--- src/logic/mem_pkg.sv ---
// address map widths, bank layout and read source encoding
// bus owner and I/O register enums
package mem_pkg;

    localparam int bus_addr_w  = 32;            // core address bus
    localparam int ram_addr_w  = 17;            // 128 KiB
    localparam int bank_cnt    = 4;
    localparam int bank_sel_w  = $clog2(bank_cnt);
    localparam int bank_addr_w = ram_addr_w - bank_sel_w;   // 15 bits per bank

    // bits 17:16 of the bus address
    localparam logic [1:0] io_region = 2'b11;

    // registered read source: bank number, then io flag, then host flag
    localparam int src_io_bit   = bank_sel_w;
    localparam int src_host_bit = bank_sel_w + 1;
    localparam int src_sel_w    = bank_sel_w + 2;

    typedef enum logic
    {
        owner_cpu  = 1'b0,
        owner_host = 1'b1
    } bus_owner_t;

    // low address bits inside the io region
    typedef enum logic [2:0]
    {
        io_data   = 3'd0,  // tx on write, rx byte on read
        io_status = 3'd4   // bit 0 is rx pending
    } io_reg_t;

endpackage

--- src/logic/addr_decoder.sv ---
// address decode into bank strobes or an io access
// plus the registered read source for the return path
`timescale 1ns/1ps

module addr_decoder
    import mem_pkg::*;
(
    input  logic                   clk,
    input  logic                   rst,
    input  logic [bus_addr_w-1:0]  g_addr,
    input  logic                   g_wr,
    input  logic [7:0]             g_wdata,
    input  logic                   g_valid,
    input  bus_owner_t             owner,
    output logic [bank_cnt-1:0]    bank_en,
    output logic [bank_cnt-1:0]    bank_we,
    output logic [bank_addr_w-1:0] bank_addr,
    output logic [7:0]             bank_wdata,
    output logic                   io_en,
    output logic                   io_wr,
    output io_reg_t                io_sel,
    output logic [7:0]             io_wdata,
    output logic [src_sel_w-1:0]   src_sel
);

    logic is_io;
    logic ram_hit;

    assign is_io   = (g_addr[ram_addr_w -: 2] == io_region);
    assign ram_hit = g_valid && !is_io;

    // low bits pick the bank, the rest is the word inside it
    always_comb
    begin
        bank_en = '0;
        bank_en[g_addr[bank_sel_w-1:0]] = ram_hit;
    end

    assign bank_we    = bank_en & {bank_cnt{g_wr}};
    assign bank_addr  = g_addr[ram_addr_w-1:bank_sel_w];
    assign bank_wdata = g_wdata;

    assign io_en    = g_valid && is_io;
    assign io_wr    = io_en && g_wr;
    assign io_sel   = io_reg_t'(g_addr[2:0]);   // unnamed codes read as zero
    assign io_wdata = g_wdata;

    always_ff @(posedge clk or posedge rst)
    begin
        if (rst)
            src_sel <= '0;
        else
        begin
            src_sel[bank_sel_w-1:0] <= g_addr[bank_sel_w-1:0];
            src_sel[src_io_bit]     <= is_io;
            src_sel[src_host_bit]   <= g_valid && !g_wr && (owner == owner_host);
        end
    end

    a_one_bank: assert property (@(posedge clk) disable iff (rst)
        $onehot0(bank_en));

endmodule

--- config.mk ---
export PLATFORM = sky130hd
export DESIGN_NAME = addr_decoder
export DESIGN_NICKNAME = d
export VERILOG_FILES = /design/src/logic/mem_pkg.sv /design/src/logic/addr_decoder.sv
export SDC_FILE = /design/constraint.sdc
export NUM_CORES = 1
export LEC_CHECK = 0
export ABC_AREA = 1
export BUFFER_PORTS_ARGS = -buffer_cell sky130_fd_sc_hd__buf_2
export CORE_MARGIN = 2
export CORE_UTILIZATION = 27
export DETAILED_ROUTE_END_ITERATION = 12
export PLACE_DENSITY_LB_ADDON = 0.3
export SYNTH_ARGS = -nofsm -noshare
export SYNTH_HDL_FRONTEND = slang
export SYNTH_SLANG_ARGS = --single-unit
--- constraint.sdc ---
create_clock -name clk -period 0.8 [get_ports clk]
set_input_delay 0 -clock clk [delete_from_list [all_inputs] [get_ports clk]]
set_output_delay 0 -clock clk [all_outputs]
set_load 0.05 [all_outputs]
# Yosys cells after proc, flatten, opt, wreduce, memory -nomap -nowiden
# Index checks and enable logic that the tools add are counted.
dict set report classes {
  n_eq_ne 1
  mux 2
  bitwise_logic 2
  order_cmp 2
  reduce_logical 8
}
# operator n
set ops {}
lappend ops {{bitwise AND 4 bit} 2}
lappend ops {{logical AND 1 bit} 6}
lappend ops {{< comparator 2 x 3 -> 1 bit, second input constant} 1}
lappend ops {{demux 1 bit (select 2 bit)} 1}
lappend ops {{equality test 2 bit, second input constant} 1}
lappend ops {{greater-or-equal comparator 2 x 1 -> 1 bit, second input constant} 1}
lappend ops {{zero test 1 bit} 2}
lappend ops {{two-way mux 1 bit} 1}
dict set report totals {
  input_bits 45
  reg_bits 4
  wordCells 16
  out_inout_bits 48
}

# Longest topological paths before layout
# Gate-level depths: netlist of run 1.
dict set report depth {
  ltp_word 6
  ltp_mapped 3
  ltp_nobuf 3
}

# Worst setup path after synthesis of run 1
# OpenSTA, ideal clock, no wires.
dict set report synth_timing {
  path_type {input port to output port}
  startpoint {input port g_addr[16]}
  endpoint {output port bank_en[1]}
  slack_ns -0.060
  t_required_ns 0.800
  arrival_ns 0.860
  stages 3
  path_cell_list {nand2_2 -> nand2_2 -> nor2_1}
}
dict set report synth_between {
  elab_chain_cells 4
}
# element line_no
set synth_lines {}
lappend synth_lines {{start, declared} addr_decoder.sv:10} ;# input logic [bus_addr_w-1:0] g_addr,
lappend synth_lines {{equality test 2 bit} addr_decoder.sv:29} ;# assign is_io = (g_addr[ram_addr_w -: 2] == io_region);
lappend synth_lines {{zero test 1 bit} addr_decoder.sv:30} ;# assign ram_hit = g_valid && !is_io;
lappend synth_lines {{logical AND 1 bit} addr_decoder.sv:30}
lappend synth_lines {{bitwise AND 4 bit (no source line)} n/a}
lappend synth_lines {{end, declared} addr_decoder.sv:15} ;# output logic [bank_cnt-1:0] bank_en,
# No other way between the ends.

# Worst setup path after layout of run 1
dict set report layout_timing {
  startpoint {register src_sel[0]}
  endpoint {output port src_sel[0]}
}
# element line_no
set layout_lines {}
lappend layout_lines {{start, declared} addr_decoder.sv:23} ;# output logic [src_sel_w-1:0] src_sel
lappend layout_lines {{start signal, assigned by index} addr_decoder.sv:54} ;# src_sel[bank_sel_w-1:0] <= g_addr[bank_sel_w-1:0];
lappend layout_lines {{start signal, assigned by index} addr_decoder.sv:55} ;# src_sel[src_io_bit] <= is_io;
lappend layout_lines {{start signal, assigned by index} addr_decoder.sv:56} ;# src_sel[src_host_bit] <= g_valid && !g_wr && (owner == owner_host);
# No word-level cell between the ends.

==> results.md, run 1 <==
* Final wirelength at 897 microns
* Total negative setup slack at 0 ps
* Largest cells by area after synthesis: sky130_fd_sc_hd__buf_4, sky130_fd_sc_hd__dfrtp_1, sky130_fd_sc_hd__nor3_2
* Max-Slew Margin vs Limit at 83.3%
* Horiz. Die Dim at 46.2 microns
* Drt drc at 0
* FP Rows at 15
* CP Data Required Time at 800 ps
* Combinational Power Share at 35.7%
* H-Tree Depth at 1
* GRT overflow at 0
* Reg area at 100 sq um
* Crit path largest cell delay at 350 ps
* Most common cell after layout, fill and taps aside: sky130_fd_sc_hd__buf_2
* Switching power summed over all nets at 0.000260 W
* Register share of total power at 30.3%
* Starting Density at 28.1%
* Clock group share of total power at 34.0%
* Fraction of post-synthesis cell area in the top cell type by area at 53.1%
* Worst setup SP type: flip-flop
* Residual antenna-violating net count after detailed routing at 0
* Clk pin slew, worst setup/hold paths at 40 ps
* Largest fanout on the critical path at 1
* Worst min-delay path category: primary input to primary output
* Routability congestion estimate from global placement at 0.608
* Total of flip-flops plus latches after synthesis at 4
* Total of fill cells in the finished design at 191
* Vias at 335
* Worst Setup End Kind: primary output
* Register with the most flip-flops: src_sel
* Number of buffers on the longest clock path at 2
* Drt initial violations at 5
* Combined area of all synthesized cells at 480 sq um
* Total setup violations reported at the end of the flow at 0
* Port Buffers at 25
* Seq/Total Area, Yosys at 20.8%
* ANT cells at 0
* Pins Over Slew Limit at 0
* Pin slew with the least headroom to its limit at 252 ps
* Syn-to-layout area delta at -1.56%
* Count of warnings emitted by yosys at 0
* Net switching share of the total power at 36.5%
* Die Height at 46.2 microns
* Number of maximum-capacitance constraint violations at 0
* Leakage dissipation at 0.280 nW
* Number of antenna violations at the first check in global routing at 0
* Root buf cell: sky130_fd_sc_hd__clkbuf_4
* Setup repair after global routing missed its margin: no
* Outcome: finished clean
* Registers with the most flip-flops: src_sel: 4 flops
* Detail-routed via count per cell at 3.85
* Max reg flops at 4
* Largest net degree at the start of global routing at 7
* WP buf/inv at 1
* Maximum resistive drop on vdd at 343 uV
* Final net count at 109
* Data arrival time at the worst-slack endpoint at 770 ps
* Post-layout util at 27.7%
* TritonCTS clock tree: done
* Share of the clock period used by the worst path at 96.5%
* Boundary pin count at 93
* Global-route wire length before repair at 1220 microns
* Largest delay share family, worst path: flip-flops
* Multi-input gate area in the final layout at 101 sq um
* Worst setup path class: flip-flop to primary output
* Syn nets at 108
* Distinct cell type count of the synthesized netlist at 8
* Cell area power density at 1510 mW/mm^2
* Most frequent cells in the layout: sky130_fd_sc_hd__buf_2, sky130_fd_sc_hd__inv_1, sky130_fd_sc_hd__nor2_1, sky130_fd_sc_hd__dlygate4sd3_1
* Internal Dissipation at 0.000453 W
* Hold Violations, Final at 0
* Number of CTS-inserted buffers at 3
* Cell accounting for the most synthesized area: sky130_fd_sc_hd__buf_4
* Pre-CTS worst setup slack at 45.4 ps
* Average size of a mapped cell at 7.63 sq um
* Fraction of final layout cells sized beyond drive strength 1 at 56.5%
* Cell with the largest stage delay on the worst path: sky130_fd_sc_hd__dfrtp_1
* First drt pass iteration count at 2
* Area of the core at 0.00171 sq mm
* Average detailed-routed wire length per instance at 10.3 microns
* Post-detailed-placement half-perimeter wirelength at 702 microns
* Total Die Area at 0.00213 sq mm
* Final critical delay including setup and external delays at 772 ps
* Cell chain of the critical path: buf_4
* Total global-route track usage at 8.29%
* Gate count of the mapped netlist at 63
* Number of clock sinks seen by CTS at 4
* Via count of the first global-routing pass at 321
* Maximum clock frequency at 1300 MHz
* Worst setup margin at 28.1 ps
## worst paths after layout
path	startpoint	to	slack, ps	depth (start not counted)
setup / recovery	src_sel[0]$_DFF_PP0_	src_sel[0]	30	1
hold / removal	g_addr[5]	bank_addr[3]	0.02	0
max in group asynchronous	rst	src_sel[2]$_DFF_PP0_	460	3
min in group asynchronous	rst	src_sel[0]$_DFF_PP0_	190	3
## kinds of logic (layout without fill, tap and decap cells)
| kind of cell | after synthesis | in the layout | share of synthesized area (%) |
|---|---|---|---|
| buf+inv | 41 | 40 | 58.6 |
| flops | 4 | 4 | 20.8 |
| simple gates | 18 | 18 | 20.6 |
## per-layer routing
layer  GRT usage, %  routed length [microns]  vias to the layer above
met2           15.3                      468                       29
met4           8.57                       43                        0
met3           5.49                      152                       14
met1           4.65                      232                      141
li1               -                        -                      151
met5              0                        0                        -
## layout make-up
class | instances | area share, %
timing repair buffer | 30 | 40.5
multi-input combinational | 18 | 21.4
sequential | 4 | 21.2
tap | 25 | 6.61
inverter | 7 | 5.56
clock buffer | 3 | 4.76
## metrics by stage
step	cell area, sq um	power [W]	std cells	hold slack [ps]
after CTS	467	0.000726	87	0.341
after global routing	473	0.000755	87	0.0718
final	473	0.000714	87	0.0220
after detailed placement	384	0.000448	79	-116
after floorplan	483	0.000810	63	-234
after global placement	384	0.000446	79	-119
## power by group through the flow
| stage | Sequential [W] | Clock [W] | Combinational, W |
|---|---|---|---|
| finish | 0.000216 | 0.000242 | 0.000255 |
| detailed placement | 0.000218 | 0 | 0.000230 |
| global placement | 0.000217 | 0 | 0.000229 |
| CTS | 0.000216 | 0.000255 | 0.000255 |
| global route | 0.000217 | 0.000267 | 0.000271 |
| floorplan | 0.000253 | 0 | 0.000557 |
## timing repair
action	4_1_cts	5_1_grt
setup endpoints to repair	4	2
buffers inserted	0	0
gates resized for setup	4	2
hold endpoints to repair	7	0
hold buffers	5	0
## cell usage after synthesis, drive strengths merged
master / count
buf: 34
inv: 7
nor2: 7
nand2: 6
dfrtp: 4
nor3: 4
nand3: 1
Note: power is estimated with default switching activity, not from simulation.
==> run 2: changes to the inputs <==
--- a/config.mk
+++ b/config.mk
@@ -5,10 +5,10 @@
 export SDC_FILE = /design/constraint.sdc
 export NUM_CORES = 1
 export LEC_CHECK = 0
-export ABC_AREA = 1
+export ABC_AREA = 0
 export BUFFER_PORTS_ARGS = -buffer_cell sky130_fd_sc_hd__buf_2
 export CORE_MARGIN = 2
-export CORE_UTILIZATION = 27
+export CORE_UTILIZATION = 26
 export DETAILED_ROUTE_END_ITERATION = 12
 export PLACE_DENSITY_LB_ADDON = 0.3
 export SYNTH_ARGS = -nofsm -noshare
==> run 2 against run 1 <==
Compared with the run above:
- total power is 1.7% higher
- via count fell by 0.90%
- sequential power about the same
- die area grew 0.30%
- largest cell class unchanged
==> results.md, run 2 <==
* Number of CTS-inserted buffers at 3 (unchanged)
* Most common cell after layout, fill and taps aside: sky130_fd_sc_hd__buf_2
* Count of warnings emitted by yosys at 0 (unchanged)
* Setup repair after global routing missed its margin: no
* Largest net degree at the start of global routing at 8 (+1)
* Syn nets at 103 (-4.6%)
* Global-route wire length before repair at 1310 microns (+7.4%)
* First drt pass iteration count at 4 (+2)
* Data arrival time at the worst-slack endpoint at 780 ps (about the same)
* Port Buffers at 25 (unchanged)
* Leakage dissipation at 0.268 nW (-4.2%)
* Total of flip-flops plus latches after synthesis at 4 (unchanged)
* Die Height at 46.3 microns (+0.15%)
* H-Tree Depth at 1 (unchanged)
* Drt drc at 0 (unchanged)
* Number of buffers on the longest clock path at 2 (unchanged)
* Cell with the largest stage delay on the worst path: sky130_fd_sc_hd__dfrtp_1
* ANT cells at 0 (unchanged)
* Largest cells by area after synthesis: sky130_fd_sc_hd__buf_4, sky130_fd_sc_hd__dfrtp_1, sky130_fd_sc_hd__nor2_1
* Residual antenna-violating net count after detailed routing at 0 (unchanged)
* Starting Density at 27.2% (-0.95 points)
* Simple-gate area share of the yosys netlist at 18.9% (-1.7 points)
* Asr flop ratio synth at 100% (unchanged)
* Maximum resistive drop on vdd at 274 uV (-20%)
* Seq/Total Area, Yosys at 21.6% (+0.73 points)
* Share of the clock period used by the worst path at 97.1% (+0.61 points)
* Met3 global-route usage at 2.35% (-3.1 points)
* Registers with the most flip-flops: src_sel: 4 flops
* Distinct cell type count of the synthesized netlist at 12 (+4)
* Worst min-delay path category: primary input to primary output
* Detail-routed via count per cell at 3.95 (+2.6%)
* Total setup violations reported at the end of the flow at 0 (unchanged)
* CP Data Required Time at 800 ps (about the same)
* Combined area of all synthesized cells at 464 sq um (-3.4%)
* Boundary pin count at 93 (unchanged)
* Gate count of the mapped netlist at 58 (-7.9%)
* Post-layout util at 28.5% (+0.81 points)
* Hold Violations, Final at 0 (unchanged)
* Fraction of final layout cells sized beyond drive strength 1 at 62.7% (+6.3 points)
* Global routing met2 resource utilization at 16.4% (+1.1 points)
* Cell area power density at 1490 mW/mm^2 (-1.2%)
* Share of synthesized cell area in full adder, half adder and majority cells at 0% (unchanged)
* Power consumption at 0.000726 W (+1.7%)
* Worst setup path class: flip-flop to primary output
* Cell accounting for the most synthesized area: sky130_fd_sc_hd__buf_4
* Post-detailed-placement half-perimeter wirelength at 756 microns (+7.6%)
* Final wirelength at 952 microns (+6.1%)
* Total global-route track usage at 9.09% (+0.80 points)
* Largest fanout on the critical path at 1 (unchanged)
* Pin slew with the least headroom to its limit at 248 ps (-4.12 ps)
* Non-filler cells in the finished layout at 84 (-3.4%)
* FP Rows at 15 (unchanged)
* Number of antenna violations at the first check in global routing at 0 (unchanged)
* Most frequent cell after synthesis: sky130_fd_sc_hd__buf_4
* Number of maximum-capacitance constraint violations at 0 (unchanged)
* Drt initial violations at 2 (-3)
* Post-CTS repair timing setup buffer count at 0 (unchanged)
* Most frequent cells in the layout: sky130_fd_sc_hd__buf_2, sky130_fd_sc_hd__buf_4, sky130_fd_sc_hd__clkbuf_4, sky130_fd_sc_hd__dlygate4sd3_1
* Parity-gate share of the synthesized area counting xor and xnor cells at 0% (unchanged)
* Logic depth of the worst path, buffers included at 1 (unchanged)
* Fraction of post-synthesis cell area in the top cell type by area at 55.0% (+1.9 points)
* Crit path largest cell delay at 340 ps (about the same)
* Proportion of synthesized area in mux cells at 0% (unchanged)
* Average detailed-routed wire length per instance at 11.3 microns (+9.9%)
* Largest family of logic cells by synthesized area: buffers and inverters
* Max-Slew Margin vs Limit at 83.5% (+0.16 points)
* WP buf/inv at 1 (unchanged)
* Maximum clock frequency at 1290 MHz (-0.63%)
* Synth Area in Compound Gates at 3.77% (+3.8 points)
* Ys flop type: sky130_fd_sc_hd__dfrtp_1
* Register with the most flip-flops: src_sel
* Routability congestion estimate from global placement at 0.606 (-0.38%)
* Root buf cell: sky130_fd_sc_hd__clkbuf_4
* Post-synth EDFFs at 0 (unchanged)
* Pins Over Slew Limit at 0 (unchanged)
* Routing layer with the top usage in global route: met2
* Largest delay share family, worst path: flip-flops
* Final critical delay including setup and external delays at 777 ps (+4.86 ps)
* Number of instances in the placed design at 76 (-3.8%)
* Number of clock sinks seen by CTS at 4 (unchanged)
* Average size of a mapped cell at 8.00 sq um (+4.9%)
* Total Die Area at 0.00214 sq mm (+0.30%)
* Area of the core at 0.00171 sq mm (unchanged)
* Syn-to-layout area delta at 4.85%
* Max reg flops at 4 (unchanged)
* Vias at 332 (-0.90%)
* Met1 global-route usage at 6.76% (+2.1 points)
* Worst Setup End Kind: primary output
* Most used standard cells in the synthesized netlist: sky130_fd_sc_hd__buf_4, sky130_fd_sc_hd__nor2_1, sky130_fd_sc_hd__dfrtp_1, sky130_fd_sc_hd__nand2_1
* Via count of the first global-routing pass at 316 (-1.6%)
* Horiz. Die Dim at 46.3 microns (+0.15%)
* Final net count at 106 (-2.8%)
* Worst setup SP type: flip-flop
* Clk pin slew, worst setup/hold paths at 30 ps (about the same)
* Outcome: finished clean
* GRT overflow at 0 (unchanged)
* TritonCTS clock tree: done
* Cell chain of the critical path: clkbuf_4
* Hold Path Stages at 0 (unchanged)
[run 2: changes by cell type after synthesis, sizes merged]
| cell | previous run | this run |
|---|---|---|
| a21bo | 0 | 1 |
| a21o | 0 | 1 |
| and2 | 0 | 1 |
| and3 | 0 | 2 |
| inv | 7 | 1 |
| nand2 | 6 | 3 |
| nand2b | 0 | 1 |
| nor3 | 4 | 2 |
[run 2: worst paths after layout]
check | start | endpoint | slack [ps]
max in group asynchronous | rst | src_sel[0]$_DFF_PP0_ | 440
min in group asynchronous | rst | src_sel[1]$_DFF_PP0_ | 210
worst min-delay path | g_addr[6] | bank_addr[4] | 0.02
worst max-delay path | src_sel[2]$_DFF_PP0_ | src_sel[2] | 20
[run 2: per-layer routing]
layer  share of wire [%]  up-vias
met5                   0        -
met2                  50       24
li1                    -      148
met4                 4.6        0
met1                  30      149
met3                  15       11
[run 2: per-stage QoR]
stage                     hold slack, ps  area (sq um)  worst slack, ps  setup TNS [ps]
final                             0.0220           487             23.2               0
after floorplan                     -234           480            -89.6            -230
after global routing              0.0705           487             3.01               0
after CTS                          0.341           474            0.626               0
after global placement              -114           397            -14.9           -14.9
after detailed placement            -115           397            -16.6           -16.6
[run 2: power breakdown]
group          internal (W)  switching [W]  total [W]
logic             0.0000839       0.000186   0.000270
clock network      0.000167      0.0000733   0.000241
registers          0.000213     0.00000212   0.000215
total              0.000464       0.000262   0.000726
[run 2: layout make-up]
| cell class | instances | area, sq um |
|---|---|---|
| clock buffers | 3 | 22.5 |
| fillers | 193 | 1220 |
| inverters | 1 | 3.75 |
| multi-input cells | 19 | 121 |
| flip-flops and latches | 4 | 100 |
| well taps | 25 | 31.3 |
| repair buffers | 32 | 208 |
[run 2: kinds of logic after synthesis]
kind of cell    Yosys count
buf+inv                  35
simple gates             17
flops                     4
compound gates            2
[run 2: timing repair]
| action | CTS | global route |
|---|---|---|
| endpoints found under the setup margin | 2 | 5 |
| endpoints found under the hold margin | 7 | 0 |
| gates resized for setup | 2 | 8 |
| hold buffers | 5 | 0 |
==> run 3: changes to the inputs <==
--- a/config.mk
+++ b/config.mk
@@ -7,8 +7,10 @@
 export LEC_CHECK = 0
 export ABC_AREA = 0
 export BUFFER_PORTS_ARGS = -buffer_cell sky130_fd_sc_hd__buf_2
+export CELL_PAD_IN_SITES_DETAIL_PLACEMENT = 0
+export CELL_PAD_IN_SITES_GLOBAL_PLACEMENT = 2
 export CORE_MARGIN = 2
-export CORE_UTILIZATION = 26
+export CORE_UTILIZATION = 10
 export DETAILED_ROUTE_END_ITERATION = 12
 export PLACE_DENSITY_LB_ADDON = 0.3
 export SYNTH_ARGS = -nofsm -noshare
==> run 3 against run 2 <==
Compared with the run above:
- global-route usage is 4.7 points lower
- utilization is 17 points lower
- combinational power is 4% lower
- cell count is 27% higher
- total power is 21% higher
- via count is 6.9% lower
- fmax is 1.5% higher
- hold slack hardly changed
- non-clock buffer count is 4 lower
- routed wire length is 10% higher
- die area is 140% higher
- highest routed layer unchanged
==> results.md, run 3 (synthesis gave the netlist of run 2 again) <==
* Outcome: finished clean
* Total setup violations reported at the end of the flow at 0 (unchanged)
* Crit path largest cell delay at 300 ps (-40 ps)
* ANT cells at 0 (unchanged)
* Boundary pin count at 93 (unchanged)
* Total of fill cells in the finished design at 515 (+170%)
* Max reg flops at 4 (unchanged)
* Register share of total power at 24.5% (-5.1 points)
* Global-route wire length before repair at 1680 microns (+28%)
* Post-layout util at 11.6% (-17 points)
* Max-Slew Margin vs Limit at 82.9% (-0.57 points)
* Residual antenna-violating net count after detailed routing at 0 (unchanged)
* Worst Setup End Kind: primary output
* Routability congestion estimate from global placement at 0.618 (+2.0%)
* FP Rows at 24 (+9)
* Vias at 309 (-6.9%)
* Number of maximum-capacitance constraint violations at 0 (unchanged)
* Leakage dissipation at 0.255 nW (-4.9%)
* Worst min-delay path category: primary input to primary output
* Pins Over Slew Limit at 0 (unchanged)
* Final wirelength at 1050 microns (+10%)
* First drt pass iteration count at 2 (-2)
* Largest delay share family, worst path: flip-flops
* Clock group share of total power at 46.1% (+13 points)
* Worst setup path class: flip-flop to primary output
* Logic depth of the worst path, buffers included at 1 (unchanged)
* Via count of the first global-routing pass at 342 (+8.2%)
* Hold Path Stages at 0 (unchanged)
* Total global-route track usage at 4.38% (-4.7 points)
* TritonCTS clock tree: done
* Share of the clock period used by the worst path at 95.7% (-1.4 points)
* Pin slew with the least headroom to its limit at 258 ps (+10.3 ps)
* Net switching share of the total power at 31.3% (-4.8 points)
* Largest net degree at the start of global routing at 8 (unchanged)
* Cell area power density at 1720 mW/mm^2 (+15%)
* Switching power summed over all nets at 0.000275 W (+5.1%)
* Minimum hold slack at 0.0220 ps (-0.0000145 ps)
* H-Tree Depth at 1 (unchanged)
* Largest fanout on the critical path at 1 (unchanged)
* Die Height at 72.1 microns (+56%)
* Starting Density at 10.5% (-17 points)
* Register with the most flip-flops: src_sel
* Average detailed-routed wire length per instance at 9.80 microns (-13%)
* Registers with the most flip-flops: src_sel: 4 flops
* Post-detailed-placement half-perimeter wirelength at 878 microns (+16%)
* Fraction of final layout cells sized beyond drive strength 1 at 67.3% (+4.6 points)
* Most common cell after layout, fill and taps aside: sky130_fd_sc_hd__buf_2
* Number of clock sinks seen by CTS at 4 (unchanged)
* Number of buffers on the longest clock path at 2 (unchanged)
* Setup repair after global routing missed its margin: no
* Internal Dissipation at 0.000605 W (+30%)
* Data arrival time at the worst-slack endpoint at 770 ps (about the same)
* Syn-to-layout area delta at 10.2%
* Final net count at 102 (-3.8%)
* Detail-routed via count per cell at 2.89 (-27%)
* Maximum clock frequency at 1310 MHz (+1.5%)
* Horiz. Die Dim at 72.1 microns (+56%)
* Cell chain of the critical path: buf_2
* Drt initial violations at 4 (+2)
* Most frequent cells in the layout: sky130_fd_sc_hd__buf_2, sky130_fd_sc_hd__clkbuf_4, sky130_fd_sc_hd__nor2_2, sky130_fd_sc_hd__dfrtp_1
* Number of antenna violations at the first check in global routing at 0 (unchanged)
* CP Data Required Time at 800 ps (about the same)
* Total Die Area at 0.00520 sq mm (+140%)
* Combinational Power Share at 29.4% (-7.8 points)
* Port Buffers at 25 (unchanged)
* Worst setup SP type: flip-flop
* Maximum resistive drop on vdd at 232 uV (-15%)
* Final critical delay including setup and external delays at 765 ps (-11.4 ps)
* WP buf/inv at 1 (unchanged)
* Area of the core at 0.00441 sq mm (+160%)
* Drt drc at 0 (unchanged)
* GRT overflow at 0 (unchanged)
* Root buf cell: sky130_fd_sc_hd__clkbuf_8
* Clk pin slew, worst setup/hold paths at 30 ps (about the same)
* Number of CTS-inserted buffers at 3 (unchanged)
* Hold Violations, Final at 0 (unchanged)
* Cell with the largest stage delay on the worst path: sky130_fd_sc_hd__dfrtp_1
## run 3: changes by cell type in the layout (fill, tap and decap cells not counted), sizes merged
cell         delta
buf             -6
clkbuf          +5
dlygate4sd3     -3
## run 3: metal layers
metal / share of wire [%] / up-vias / track usage, %
met3: 19 / 7 / 2.64
li1: - / 142 / -
met4: 2.8 / 0 / 5.66
met5: 0 / - / 0
met2: 43 / 25 / 5.81
met1: 36 / 135 / 4.11
## run 3: cell type report
cell class	instances	area (sq um)	area share, %
Timing Repair Buffer	28	179	35.0
Multi-Input combinational cell	19	123	24.0
Sequential cell	4	100	19.6
Tap cell	52	65.1	12.7
Clock buffer	3	41.3	8.07
Inverter	1	3.75	0.733
## run 3: power groups by stage
stage	registers [W]	clock network [W]	logic, W
after floorplan	0.000253	0	0.000557
after global placement	0.000217	0	0.000247
after detailed placement	0.000217	0	0.000245
after CTS	0.000215	0.000418	0.000256
after global routing	0.000216	0.000442	0.000277
final	0.000215	0.000406	0.000259
## run 3: final timing paths
kind / startpoint / to / slack (ps)
max in group asynchronous: rst / src_sel[3]$_DFF_PP0_ / 420
min in group asynchronous: rst / src_sel[2]$_DFF_PP0_ / 230
setup / recovery: src_sel[0]$_DFF_PP0_ / src_sel[0] / 30
hold / removal: g_addr[6] / bank_addr[4] / 0.02
## run 3: metrics by stage
stage	setup WS, ps	cell area (sq um)	total power (W)	cells	setup TNS (ps)
after CTS	1.29	489	0.000889	107	0
after floorplan	-89.6	480	0.000810	58	-230
final	34.6	512	0.000880	107	0
after global placement	-55.1	423	0.000465	102	-57.3
after global routing	2.55	512	0.000935	107	0
after detailed placement	-44.0	423	0.000463	102	-47.0
## run 3: timing repair
| action | CTS | global route |
|---|---|---|
| hold buffers | 2 | 0 |
| pin swaps | 0 | 0 |
| resized for setup | 2 | 9 |
| setup endpoints to repair | 2 | 8 |
| endpoints found under the hold margin | 5 | 0 |
| gates cloned | 0 | 0 |
| buffers inserted | 0 | 0 |
